`config.mk`:
```
export PLATFORM = sky130hd
export DESIGN_NAME = color_mapper
export DESIGN_NICKNAME = d
export VERILOG_FILES = /design/src/verilog/frogger_pkg.sv /design/src/verilog/scene_if.sv /design/src/verilog/color_mapper.sv /design/src/verilog/scene_render.sv /design/src/verilog/scenery_map.sv /design/src/verilog/row_hit.sv /design/src/verilog/scene_regs.sv
export SDC_FILE = /design/constraint.sdc
export NUM_CORES = 2
export LEC_CHECK = 0
export BUFFER_PORTS_ARGS = -buffer_cell sky130_fd_sc_hd__buf_2
export CORE_UTILIZATION = 60
export CTS_CLUSTER_DIAMETER = 120
export DETAILED_ROUTE_END_ITERATION = 6
export GPL_ROUTABILITY_DRIVEN = 0
export GPL_TIMING_DRIVEN = 0
export PLACE_DENSITY_LB_ADDON = 0.1
export REMOVE_ABC_BUFFERS = 1
export SYNTH_ARGS = -nofsm -noshare
export SYNTH_HDL_FRONTEND = slang
export SYNTH_SLANG_ARGS = --single-unit
export TNS_END_PERCENT = 100
```
`constraint.sdc`:
```
create_clock -name clk -period 3.25 [get_ports clk]
set_input_delay 0.1625 -clock clk [delete_from_list [all_inputs] [get_ports clk]]
set_output_delay 0.1625 -clock clk [all_outputs]
set_load 0.01 [all_outputs]
```
`src/verilog/frogger_pkg.sv`:
```
// objects drawn flat; all edge sums wrap at 2048, reserved register bits are not stored and read 0
package frogger_pkg;

	// ------------------------------
	// screen and object geometry
	// ------------------------------
	localparam int coord_w   = 11;
	localparam int num_frogs = 3;
	localparam int num_rows  = 4;
	localparam int row_slots = 4;
	localparam int wrap_x    = 680; // x at or past this is drawn from column 0
	localparam int obj_h     = 40;
	localparam int car_w     = 80;
	localparam int pad_w     = 40;
	localparam int frog_w    = 40;
	localparam int frog_h    = 40;
	localparam int frog_inset_l = 7;
	localparam int frog_inset_r = 7;
	localparam int frog_inset_t = 10;
	localparam int frog_inset_b = 5;
	localparam int count_w   = 3;
	localparam int color_w   = 8;
	localparam int rgb_w     = 3 * color_w;

	// {red, green, blue}
	localparam logic [rgb_w-1:0] frog_rgb       = {8'd40, 8'd160, 8'd40};
	localparam logic [rgb_w-1:0] car_rgb        = {8'd200, 8'd0, 8'd0};
	localparam logic [rgb_w-1:0] pad_rgb        = {8'd0, 8'd250, 8'd0};
	localparam logic [rgb_w-1:0] water_rgb      = {8'd0, 8'd200, 8'd255};
	localparam logic [rgb_w-1:0] dark_grass_rgb = {8'd0, 8'd100, 8'd0};
	localparam logic [rgb_w-1:0] grass_rgb      = {8'd0, 8'd200, 8'd0};
	localparam logic [rgb_w-1:0] stripe_rgb     = {8'd255, 8'd204, 8'd0};
	localparam logic [rgb_w-1:0] pavement_rgb   = {8'd69, 8'd69, 8'd69};
	localparam logic [rgb_w-1:0] white_rgb      = {8'd255, 8'd255, 8'd255};

	typedef enum logic [2:0] {
		water,
		dark_grass,
		grass,
		stripe,
		pavement,
		white
	} bg_class_e;

	// ------------------------------
	// register map, byte addresses
	// ------------------------------
	localparam int addr_w = 8;
	localparam int data_w = 32;
	localparam logic [addr_w-1:0] frog_base  = 8'h00; // frog n at 4n
	localparam logic [addr_w-1:0] count_addr = 8'h0C;
	localparam logic [addr_w-1:0] car_base   = 8'h40; // + 16 row + 4 slot
	localparam logic [addr_w-1:0] pad_base   = 8'h80;
	localparam logic [1:0] resp_okay   = 2'b00;
	localparam logic [1:0] resp_slverr = 2'b10;

	// one register word, position or row counts depending on address
	typedef union packed {
		struct packed {
			logic [4:0]         rsvd_hi;
			logic [coord_w-1:0] y;
			logic [4:0]         rsvd_lo;
			logic [coord_w-1:0] x;
		} pos;
		struct packed {
			logic [7:0]                       rsvd;
			logic [num_rows-1:0][count_w-1:0] pad; // row 1 in the low bits
			logic [num_rows-1:0][count_w-1:0] car;
		} cnt;
	} scene_word_u;

endpackage
```
`src/verilog/scene_if.sv`:
```
// scene snapshot; every field changes only on an accepted register write
interface scene_if
	import frogger_pkg::*;
();

	logic [num_frogs-1:0][coord_w-1:0] frog_x;
	logic [num_frogs-1:0][coord_w-1:0] frog_y;

	// indexed [row][slot]
	logic [num_rows-1:0][row_slots-1:0][coord_w-1:0] car_x;
	logic [num_rows-1:0][row_slots-1:0][coord_w-1:0] car_y;
	logic [num_rows-1:0][row_slots-1:0][coord_w-1:0] pad_x;
	logic [num_rows-1:0][row_slots-1:0][coord_w-1:0] pad_y;

	logic [num_rows-1:0][count_w-1:0] car_count; // slots at or above count are hidden
	logic [num_rows-1:0][count_w-1:0] pad_count;

	modport owner (
		output frog_x, frog_y,
		output car_x, car_y, pad_x, pad_y,
		output car_count, pad_count
	);

	modport user (
		input frog_x, frog_y,
		input car_x, car_y, pad_x, pad_y,
		input car_count, pad_count
	);

endinterface

```
`src/verilog/color_mapper.sv`:
```
// AXI4-Lite scene registers in front of a 2-cycle pixel colour pipeline; single clock domain
module color_mapper
	import frogger_pkg::*;
(
	input  logic                clk,
	input  logic                rst,
	input  logic                awvalid,
	output logic                awready,
	input  logic [addr_w-1:0]   awaddr,
	input  logic                wvalid,
	output logic                wready,
	input  logic [data_w-1:0]   wdata,
	input  logic [data_w/8-1:0] wstrb,
	output logic                bvalid,
	input  logic                bready,
	output logic [1:0]          bresp,
	input  logic                arvalid,
	output logic                arready,
	input  logic [addr_w-1:0]   araddr,
	output logic                rvalid,
	input  logic                rready,
	output logic [data_w-1:0]   rdata,
	output logic [1:0]          rresp,
	input  logic                draw_valid,
	input  logic [coord_w-1:0]  draw_x,
	input  logic [coord_w-1:0]  draw_y,
	output logic                rgb_valid,
	output logic [color_w-1:0]  red,
	output logic [color_w-1:0]  green,
	output logic [color_w-1:0]  blue
);

	scene_if scene_bus ();

	scene_regs regs (
		.clk     (clk),
		.rst     (rst),
		.awvalid (awvalid),
		.awready (awready),
		.awaddr  (awaddr),
		.wvalid  (wvalid),
		.wready  (wready),
		.wdata   (wdata),
		.wstrb   (wstrb),
		.bvalid  (bvalid),
		.bready  (bready),
		.bresp   (bresp),
		.arvalid (arvalid),
		.arready (arready),
		.araddr  (araddr),
		.rvalid  (rvalid),
		.rready  (rready),
		.rdata   (rdata),
		.rresp   (rresp),
		.scene   (scene_bus.owner)
	);

	scene_render #(
		.car_width (car_w),
		.pad_width (pad_w)
	) render (
		.clk        (clk),
		.rst        (rst),
		.scene      (scene_bus.user),
		.draw_valid (draw_valid),
		.draw_x     (draw_x),
		.draw_y     (draw_y),
		.rgb_valid  (rgb_valid),
		.red        (red),
		.green      (green),
		.blue       (blue)
	);

endmodule

```
`src/verilog/scene_render.sv`:
```
// fixed two-cycle latency, no stall; scene changes apply to pixels entering stage one afterwards
module scene_render
	import frogger_pkg::*;
#(
	parameter int car_width = car_w,
	parameter int pad_width = pad_w
)(
	input  logic               clk,
	input  logic               rst,
	scene_if.user              scene,
	input  logic               draw_valid,
	input  logic [coord_w-1:0] draw_x,
	input  logic [coord_w-1:0] draw_y,
	output logic               rgb_valid,
	output logic [color_w-1:0] red,
	output logic [color_w-1:0] green,
	output logic [color_w-1:0] blue
);

	logic [num_frogs-1:0]               frog_hit;
	logic [num_rows-1:0][row_slots-1:0] car_hit;
	logic [num_rows-1:0][row_slots-1:0] pad_hit;
	bg_class_e                          bg;

	logic                               s1_valid;
	logic [num_frogs-1:0]               s1_frog;
	logic [num_rows-1:0][row_slots-1:0] s1_car;
	logic [num_rows-1:0][row_slots-1:0] s1_pad;
	bg_class_e                          s1_bg;
	logic [rgb_w-1:0]                   pix;

	// ------------------------------
	// stage one, hit tests
	// ------------------------------
	for (genvar f = 0; f < num_frogs; f++)
	begin : frog
		logic [coord_w-1:0] left;
		logic [coord_w-1:0] right;
		logic [coord_w-1:0] top;
		logic [coord_w-1:0] bottom;

		// body box sits inside the 40x40 cell
		assign left   = scene.frog_x[f] + coord_w'(frog_inset_l);
		assign right  = scene.frog_x[f] + coord_w'(frog_w - frog_inset_r);
		assign top    = scene.frog_y[f] + coord_w'(frog_inset_t);
		assign bottom = scene.frog_y[f] + coord_w'(frog_h - frog_inset_b);

		assign frog_hit[f] = draw_x >= left && draw_x <= right &&
			draw_y >= top && draw_y <= bottom;
	end

	for (genvar r = 0; r < num_rows; r++)
	begin : row
		row_hit #(.obj_w(car_width)) car_row (
			.draw_x (draw_x),
			.draw_y (draw_y),
			.xs     (scene.car_x[r]),
			.ys     (scene.car_y[r]),
			.count  (scene.car_count[r]),
			.hit    (car_hit[r])
		);

		row_hit #(.obj_w(pad_width)) pad_row (
			.draw_x (draw_x),
			.draw_y (draw_y),
			.xs     (scene.pad_x[r]),
			.ys     (scene.pad_y[r]),
			.count  (scene.pad_count[r]),
			.hit    (pad_hit[r])
		);
	end

	scenery_map scenery (
		.draw_x (draw_x),
		.draw_y (draw_y),
		.bg     (bg)
	);

	always_ff @(posedge clk)
	begin
		if (rst)
			s1_valid <= 1'b0;
		else
			s1_valid <= draw_valid;
	end

	always_ff @(posedge clk)
	begin
		s1_frog <= frog_hit;
		s1_car  <= car_hit;
		s1_pad  <= pad_hit;
		s1_bg   <= bg;
	end

	// ------------------------------
	// stage two, priority to colour
	// ------------------------------
	always_comb
	begin
		if (|s1_frog)
			pix = frog_rgb;
		else if (|s1_car)
			pix = car_rgb; // flat colour, so row order does not change the result
		else if (|s1_pad)
			pix = pad_rgb;
		else
		begin
			case (s1_bg)
				water:      pix = water_rgb;
				dark_grass: pix = dark_grass_rgb;
				grass:      pix = grass_rgb;
				stripe:     pix = stripe_rgb;
				pavement:   pix = pavement_rgb;
				default:    pix = white_rgb;
			endcase
		end
	end

	always_ff @(posedge clk)
	begin
		if (rst)
			rgb_valid <= 1'b0;
		else
			rgb_valid <= s1_valid;
	end

	always_ff @(posedge clk)
	begin
		{red, green, blue} <= pix;
	end

endmodule

```
`src/verilog/scenery_map.sv`:
```
// fixed background for a 640x480 frame; coordinates outside it still classify
module scenery_map
	import frogger_pkg::*;
(
	input  logic [coord_w-1:0] draw_x,
	input  logic [coord_w-1:0] draw_y,
	output bg_class_e          bg
);

	logic goal_band;
	logic dark_x;
	logic gap_x;
	logic stripe_y;
	logic stripe_x;

	// goal strip at the top: dark grass pockets split by lighter gaps
	assign goal_band = draw_y >= 40 && draw_y <= 79;
	assign dark_x = draw_x <= 119 ||
		(draw_x >= 160 && draw_x <= 279) ||
		(draw_x >= 320 && draw_x <= 479) ||
		(draw_x >= 520 && draw_x <= 679);
	assign gap_x = (draw_x >= 120 && draw_x <= 159) ||
		(draw_x >= 280 && draw_x <= 319) ||
		(draw_x >= 480 && draw_x <= 519);

	// dashed lane markings
	assign stripe_y = (draw_y >= 318 && draw_y <= 322) ||
		(draw_y >= 358 && draw_y <= 362) ||
		(draw_y >= 398 && draw_y <= 402);
	assign stripe_x = draw_x <= 100 ||
		(draw_x >= 200 && draw_x <= 300) ||
		(draw_x >= 400 && draw_x <= 500) ||
		draw_x >= 600;

	always_comb
	begin
		if (draw_y >= 80 && draw_y <= 239)
			bg = water;
		else if (goal_band && dark_x)
			bg = dark_grass;
		else if ((draw_y >= 240 && draw_y <= 279) || draw_y >= 440 || (goal_band && gap_x))
			bg = grass; // median, start bank and goal gaps
		else if (stripe_y && stripe_x)
			bg = stripe;
		else if (draw_y >= 280 && draw_y <= 439)
			bg = pavement;
		else
			bg = white;
	end

endmodule

```
`src/verilog/row_hit.sv`:
```
// box edges inclusive and summed mod 2048; a wrapped slot starts at column 0
module row_hit
	import frogger_pkg::*;
#(
	parameter int obj_w = car_w
)(
	input  logic [coord_w-1:0]                draw_x,
	input  logic [coord_w-1:0]                draw_y,
	input  logic [row_slots-1:0][coord_w-1:0] xs,
	input  logic [row_slots-1:0][coord_w-1:0] ys,
	input  logic [count_w-1:0]                count,
	output logic [row_slots-1:0]              hit
);

	for (genvar s = 0; s < row_slots; s++)
	begin : slot
		logic [coord_w-1:0] left;
		logic [coord_w-1:0] right;
		logic [coord_w-1:0] bottom;
		logic               live;

		// past the right edge, clip to the left side of the screen
		assign left   = (xs[s] >= coord_w'(wrap_x)) ? '0 : xs[s];
		assign right  = xs[s] + coord_w'(obj_w); // truncated, so a wrapped car ends early
		assign bottom = ys[s] + coord_w'(obj_h);
		assign live   = count > count_w'(s);

		assign hit[s] = live &&
			draw_x >= left && draw_x <= right &&
			draw_y >= ys[s] && draw_y <= bottom;
	end

endmodule

```
`src/verilog/scene_regs.sv`:
```
// word addressed, awaddr/araddr bits 1:0 ignored; aw and w must arrive together to be accepted
module scene_regs
	import frogger_pkg::*;
(
	input  logic                clk,
	input  logic                rst,
	input  logic                awvalid,
	output logic                awready,
	input  logic [addr_w-1:0]   awaddr,
	input  logic                wvalid,
	output logic                wready,
	input  logic [data_w-1:0]   wdata,
	input  logic [data_w/8-1:0] wstrb,
	output logic                bvalid,
	input  logic                bready,
	output logic [1:0]          bresp,
	input  logic                arvalid,
	output logic                arready,
	input  logic [addr_w-1:0]   araddr,
	output logic                rvalid,
	input  logic                rready,
	output logic [data_w-1:0]   rdata,
	output logic [1:0]          rresp,
	scene_if.owner              scene
);

	logic        wr_go;
	logic        rd_go;
	scene_word_u wr_old;
	scene_word_u wr_new;

	// ------------------------------
	// address decode
	// ------------------------------
	function automatic logic is_frog(input logic [addr_w-1:0] a);
		return a[7:4] == frog_base[7:4] && a[3:2] < 2'(num_frogs);
	endfunction

	function automatic logic is_count(input logic [addr_w-1:0] a);
		return a[7:2] == count_addr[7:2];
	endfunction

	function automatic logic is_car(input logic [addr_w-1:0] a);
		return a[7:6] == car_base[7:6];
	endfunction

	function automatic logic is_pad(input logic [addr_w-1:0] a);
		return a[7:6] == pad_base[7:6];
	endfunction

	// stored word as seen on the bus, zero when unmapped
	function automatic scene_word_u word_at(input logic [addr_w-1:0] a);
		scene_word_u w;
		w = '0;
		if (is_frog(a))
		begin
			w.pos.x = scene.frog_x[a[3:2]];
			w.pos.y = scene.frog_y[a[3:2]];
		end
		else if (is_count(a))
		begin
			w.cnt.car = scene.car_count;
			w.cnt.pad = scene.pad_count;
		end
		else if (is_car(a))
		begin
			w.pos.x = scene.car_x[a[5:4]][a[3:2]]; // row, slot
			w.pos.y = scene.car_y[a[5:4]][a[3:2]];
		end
		else if (is_pad(a))
		begin
			w.pos.x = scene.pad_x[a[5:4]][a[3:2]];
			w.pos.y = scene.pad_y[a[5:4]][a[3:2]];
		end
		return w;
	endfunction

	// ------------------------------
	// write channel
	// ------------------------------
	assign awready = awvalid && wvalid && !bvalid; // one response in flight at most
	assign wready  = awready;
	assign wr_go   = awready;

	// strobed bytes over the current contents
	always_comb
	begin
		wr_old = word_at(awaddr);
		for (int b = 0; b < data_w / 8; b++)
			wr_new[8*b +: 8] = wstrb[b] ? wdata[8*b +: 8] : wr_old[8*b +: 8];
	end

	always_ff @(posedge clk)
	begin
		if (rst)
		begin
			scene.frog_x    <= '0;
			scene.frog_y    <= '0;
			scene.car_x     <= '0;
			scene.car_y     <= '0;
			scene.pad_x     <= '0;
			scene.pad_y     <= '0;
			scene.car_count <= '0;
			scene.pad_count <= '0;
		end
		else if (wr_go)
		begin
			if (is_frog(awaddr))
			begin
				scene.frog_x[awaddr[3:2]] <= wr_new.pos.x;
				scene.frog_y[awaddr[3:2]] <= wr_new.pos.y;
			end
			else if (is_count(awaddr))
			begin
				scene.car_count <= wr_new.cnt.car;
				scene.pad_count <= wr_new.cnt.pad;
			end
			else if (is_car(awaddr))
			begin
				scene.car_x[awaddr[5:4]][awaddr[3:2]] <= wr_new.pos.x;
				scene.car_y[awaddr[5:4]][awaddr[3:2]] <= wr_new.pos.y;
			end
			else if (is_pad(awaddr))
			begin
				scene.pad_x[awaddr[5:4]][awaddr[3:2]] <= wr_new.pos.x;
				scene.pad_y[awaddr[5:4]][awaddr[3:2]] <= wr_new.pos.y;
			end
		end
	end

	always_ff @(posedge clk)
	begin
		if (rst)
			bvalid <= 1'b0;
		else if (wr_go)
			bvalid <= 1'b1;
		else if (bready)
			bvalid <= 1'b0;
	end

	always_ff @(posedge clk)
	begin
		if (wr_go)
			bresp <= (is_frog(awaddr) || is_count(awaddr) || is_car(awaddr) || is_pad(awaddr))
				? resp_okay : resp_slverr;
	end

	// ------------------------------
	// read channel
	// ------------------------------
	assign arready = !rvalid;
	assign rd_go   = arvalid && arready;

	always_ff @(posedge clk)
	begin
		if (rst)
			rvalid <= 1'b0;
		else if (rd_go)
			rvalid <= 1'b1;
		else if (rready)
			rvalid <= 1'b0;
	end

	always_ff @(posedge clk)
	begin
		if (rd_go)
		begin
			rdata <= word_at(araddr); // already zero when unmapped
			rresp <= (is_frog(araddr) || is_count(araddr) || is_car(araddr) || is_pad(araddr))
				? resp_okay : resp_slverr;
		end
	end

endmodule

```
* Yosys cells after proc, flatten, opt, wreduce, memory -nomap -nowiden
Index checks and enable logic that the tools add are counted.
** Storage, ports and cells
- Output and inout port bits :: 66
- Bits of input ports :: 82
- Word-level logic and storage cells :: 764
- Register bits after elaboration :: 891
** Operators by class
- Bitwise logic cells :: 4
- Multiplexer cells :: 119
- Eq/ne operators :: 11
- Magnitude comparators :: 246
- Add/subtract/negate cells :: 76
- Reductions and logical operators :: 200
** Operator list (count)
- 11-bit >= comparator :: 70
- 11-bit <= comparator :: 70
- 44-bit binary-select mux with 2-bit select :: 8
- 176-bit bitwise mux :: 4
- 11-bit 2-to-1 mux :: 59
- 11-bit by 6-bit adder with 11-bit output, second input constant :: 54
- 44-bit 2-to-1 mux :: 9
- 11-bit by 10-bit >= comparator with 1-bit output, second input constant :: 34
- 11-bit binary-select mux with 2-bit select :: 12
- 11-bit by 7-bit adder with 11-bit output, second input constant :: 16
- 1-bit logical AND :: 162
- 24-bit one-hot mux with 5 select lines :: 1
- 11-bit by 9-bit <= comparator with 1-bit output, second input constant :: 10
- 11-bit by 9-bit >= comparator with 1-bit output, second input constant :: 9
- 44-bit demux with 2-bit select :: 1
- 33-bit bitwise mux :: 2
- 3-bit by 1-bit > comparator with 1-bit output, second input constant :: 16
- 3-bit by 2-bit > comparator with 1-bit output, second input constant :: 16
- 24-bit 2-to-1 mux :: 2
- 8-bit 2-to-1 mux :: 5
- 35-bit OR reduction :: 1
- 11-bit by 3-bit adder with 11-bit output, second input constant :: 3
- 11-bit by 4-bit adder with 11-bit output, second input constant :: 3
- 11-bit by 8-bit >= comparator with 1-bit output, second input constant :: 3
- 35 further kinds :: 86

* Logic depth before layout (Yosys ltp)
- Word-level depth :: 10
- Gate-level depth with buffers :: 14
- Mapped depth without buffers :: 14

* Cells and area by module
A second synthesis with hierarchy kept.
** Second synthesis, totals
- Cell total of the unflattened synthesis :: 11232
- Area, all modules :: 94229.1 µm²
** By module, submodules not included
- scene_regs :: instances 1, cells an instance 5087, area each 47235.3 µm², seq. area each 16806.1 µm²
- row_hit (render.row[1].pad_row ...) :: instances 2, cells an instance 683, area each 5146.2 µm², seq. area each 0.0 µm²
- row_hit (render.row[2].car_row ...) :: instances 2, cells an instance 654, area each 5026.1 µm², seq. area each 0.0 µm²
- scene_render :: instances 1, cells an instance 712, area each 6085.8 µm², seq. area each 1121.1 µm²
- row_hit (render.row[3].pad_row) :: instances 1, cells an instance 683, area each 5098.6 µm², seq. area each 0.0 µm²
- row_hit (render.row[0].pad_row) :: instances 1, cells an instance 669, area each 5097.4 µm², seq. area each 0.0 µm²
- row_hit (render.row[0].car_row) :: instances 1, cells an instance 658, area each 4912.2 µm², seq. area each 0.0 µm²
- row_hit (render.row[1].car_row) :: instances 1, cells an instance 655, area each 4895.9 µm², seq. area each 0.0 µm²
- scenery_map :: instances 1, cells an instance 94, area each 559.3 µm², seq. area each 0.0 µm²

* Least setup slack after synthesis
Ideal clock, no wire load.
- Kind :: register -> register
- Start point :: reg regs.scene.car_x[125] (netlist name)
- End point :: reg render.s1_car[11] (netlist name)
- Path buffers :: 0
- Arrival time :: 2.739 ns
- Stages on the path, launching flop included :: 15
- Slack :: 0.378 ns
- Setup time :: 0.133 ns
- Required time :: 3.117 ns
- Clock period less this slack :: 2.872 ns
- Path through :: dfxtp_1 > inv_1 > ha_1 > a31oi_1 > o21bai_1 > a21o_1 > a21oi_1 > and2_1 > ha_1 > nand2b_1 > a211oi_1 > or3_1 > a31oi_1 > a2111oi_0 > nor4_1
** RTL lines
- to (signal assigned) :: line scene_render.sv:90 : s1_car <= car_hit;
- to (decl) :: line scene_render.sv:27 : logic [num_rows-1:0][row_slots-1:0] s1_car;

* Worst setup path in the final report
- Start point :: reg regs.bvalid
- End point :: reg regs.scene.pad_x[115] (netlist name)
** Between the ends
- Cells in the longest elaborated chain, start to end :: 3
** RTL lines
- from (decl) :: line scene_regs.sv:14 : output logic bvalid,
- from (signal assigned) :: line scene_regs.sv:134 : bvalid <= 1'b0;
- from (signal assigned) :: line scene_regs.sv:136 : bvalid <= 1'b1;
- from (signal assigned) :: line scene_regs.sv:138 : bvalid <= 1'b0;
- 1-bit logical NOT :: line scene_regs.sv:81 : assign awready = awvalid && wvalid && !bvalid;
- 1-bit logical AND :: line scene_regs.sv:81
- 5-bit AND reduction (no source line)
Every way passes these cells.
A chain may end at the register's enable or synchronous reset.

==> flow_summary.json <==
{
  "synth_top_area_share_pct": 22.1,
  "grt_pass1_wl_um": 495000,
  "reg2reg_slack_ps": -260,
  "synth_seq_area_share_pct": 20.4,
  "arrival_ps": 4120,
  "timing.final.ws_setup_ps": -263,
  "dp_slack_ps": -1300,
  "postPlaceCellArea_um2": 90500,
  "synth_area_um2": 87800,
  "firstDrtPassIters": 7,
  "cp_cell_sequence": "and3b_1 > nand3b_1 > nor2_1 > nand2_2 > nand3b_1 > o21ai_0",
  "die_x_um": 384,
  "synthCells": 10200,
  "synth.distinct_cells": 86,
  "yosysMostFrequentCell": "ha_1",
  "wirelength_um": 336000,
  "rsz0062_at_grt": "yes",
  "route.detailed.drc": 18,
  "outcome": "finished, violations left",
  "synth_top_cells_by_count": "1,552 x ha_1, 1,100 x o21ai_0, 852 x dfxtp_1",
  "wl_met1_um": 125000,
  "start_util_pct": 60.8,
  "worstSetupPathType": "reg2reg",
  "htree_levels": 3,
  "crit_top_cell": "nand3b_1",
  "total_leakage_power_uw": 0.0357,
  "syn_to_final_growth_pct": 8.56,
  "cts_buffers": 105,
  "gr-total-overflow": 0,
  "ant_nets": 0,
  "finalHoldViolations": 0,
  "power_uw": 29700,
  "dp_hpwl_um": 236000,
  "worst_pin_slew_ps": 1540,
  "wl_met3_um": 41900,
  "clock_latency_ps": 790,
  "drive_gt1_share_pct": 9.08,
  "fp.dieH_um": 384,
  "grt_max_degree": 202,
  "worst-path-buf-inv": 0,
  "die_area_um2": 148000,
  "coreArea_um2": 144000,
  "avgRoutedWirePerCell_um": 28.2,
  "fin_crit_sh_pct": 108,
  "grt_pass1_vias": 79500,
  "io_pins": 148,
  "ir_drop_v": 0.000420,
  "p_per_area_nw_per_um2": 312,
  "crit_fanout": 44,
  "synth.largest_area_cell": "ha_1",
  "cp_data_required_time_ps": 3850,
  "min_period_ps": 3510,
  "slew_headroom_pct": -4.12,
  "top_layer_used": "met5",
  "ys_warn_count": 0,
  "setup_violations": 220,
  "critPathTopFamily": "simple AND/OR/NAND/NOR gates",
  "failed_checks": "design-rule violations, max-capacitance violations, max-slew violations, negative setup slack",
  "avgSynthCellArea_um2": 8.60,
  "fmax_mhz": 285,
  "critical_path.max_stage_delay_ps": 770,
  "io_buffers": 131,
  "route.vias.total": 84400,
  "hold_ws_ps": 13.4,
  "num_rows": 139,
  "dr_wl_met2_um": 138000,
  "slew_viol_final": 2,
  "vias_per_cell": 7.09,
  "async_reset_ff_share_pct": 0,
  "synth.area.top_cells": "ha_1 22%, dfxtp_1 19%, mux4_2 7.4%",
  "cts.sinks": 881,
  "drtIter0Drc": 11100,
  "clkTransAtPathRegs_ps": 60,
  "synth_top_flop_cell": "dfxtp_1",
  "cts.path.max_buffers": 3,
  "cp-start-kind": "register",
  "antenna_found_initial": 26,
  "track_usage_pct": 44.1,
  "cts_tree": "yes",
  "cap_violations": 2,
  "synth_seq_cells": 881,
  "cts_root_buf": "clkbuf_16",
  "nNetsFinal": 11500,
  "synth_edf_count": 29,
  "crit_path_end_kind": "register",
  "hold_class": "in2reg",
  "design_area_um2": 95300,
  "crit_path_top_delay_cell": "nand2_2",
  "clock_skew_ps": 37.2
}
[stage by stage]
step           std cells  TNS [ps]  utilization [%]
3_3_place_gp       11600  -7345010             61.0
6_report           11900    -27660             66.0
5_1_grt            11900    -21890             66.0
3_5_place_dp       11700   -747990             62.7
2_1_floorplan       9535    -19560                -
4_1_cts            11900         0             65.7
[layout make-up]
class,instances,area (µm²)
tap,1903,2380
inverter,587,2210
multi-input combinational,8068,65600
timing repair buffer,253,3210
clock inverter,66,921
fill,11800,49100
clock buffer,132,2940
antenna,8,20.0
sequential,881,18000
[state kept, by name, indices dropped and copies added, names as in the netlist]
register / count
regs.scene.car_x: 176
regs.scene.car_y: 176
regs.scene.pad_x: 176
regs.scene.pad_y: 176
regs.scene.frog_x: 33
regs.scene.frog_y: 33
regs.rdata: 27
render.s1_car: 16
render.s1_pad: 16
regs.scene.car_count: 12
regs.scene.pad_count: 12
render.green: 7
render.red: 6
render.blue: 3
render.s1_bg: 3
render.s1_frog: 3
regs.bresp: 1
regs.bvalid: 1
regs.rresp: 1
regs.rvalid: 1
render.rgb_valid: 1
render.s1_valid: 1
[layout by cell type (no fill, tap or decap), types with 47 or more instances in the layout]
| cell type | instances |
|---|---|
| a21oi_1 | 563 |
| a21o_1 | 160 |
| nand3_1 | 155 |
| nand2_1 | 665 |
| a2111oi_0 | 47 |
| nor3_1 | 67 |
| o21ai_0 | 1094 |
| nor4_1 | 56 |
| nor2b_1 | 81 |
| nand3b_1 | 813 |
| xor2_1 | 227 |
| a31oi_1 | 66 |
| buf_16 | 61 |
| o21ai_1 | 66 |
| mux2i_1 | 227 |
| nor2_1 | 310 |
| o21a_1 | 92 |
| buf_2 | 108 |
| o211ai_1 | 76 |
| mux4_2 | 289 |
| nand2b_1 | 64 |
| nand4_1 | 210 |
| xnor2_1 | 249 |
| ha_1 | 1552 |
| dfxtp_1 | 830 |
| o2111ai_1 | 90 |
| a211oi_1 | 109 |
| inv_1 | 583 |
| a22oi_1 | 89 |
| clkbuf_16 | 109 |
[where the power goes]
part	switching (µW)	internal [µW]
Clock	5440	8010
Combinational	3330	1970
Sequential	60.5	10900
[routing by layer]
layer,vias up,GRT usage [%]
met2,5286,64.5
met5,-,0
met3,1452,13.1
li1,37400,-
met1,40300,54.1
met4,18,34.2
[final timing paths]
path	from	to	depth (start not counted)
max reg2reg	regs.bvalid	regs.scene.pad_x[115]	6
min	draw_y[0]	render.s1_bg[0]	6
min reg2reg	render.s1_valid	render.rgb_valid	1
max	regs.bvalid	regs.scene.pad_x[115]	6
[cell families (layout without fill, tap and decap cells)]
family / count (synthesis) / count (layout) / share of synthesized area, %
AO/OA/AOI/OAI: 2832 / 2833 / 19.7
AND/OR/NAND/NOR: 2643 / 2643 / 17.0
adder cells (fa/ha/maj): 1552 / 1552 / 22.1
buffers and inverters: 1297 / 1038 / 5.87
flip-flops: 881 / 881 / 20.4
multiplexers: 525 / 525 / 10.1
XOR/XNOR: 476 / 476 / 4.75
other: 2 / 47 / 0.00856
[repair_timing]
action                                  CTS  global route
cloned                                    0             1
pin swaps                                 2            13
hold endpoints to repair                 25             0
setup buffers                             3             9
resized for setup                        55            81
endpoints found under the setup margin  697           404
hold buffers                             19             0
[worst min-delay path, stage by stage]
cell and delay, ps:
buf_2 90, a21oi_1 70, a21oi_1 120, a211oi_1 80, o21ai_0 120, a21oi_1 90
No activity file was read; power rests on OpenSTA's default activity.
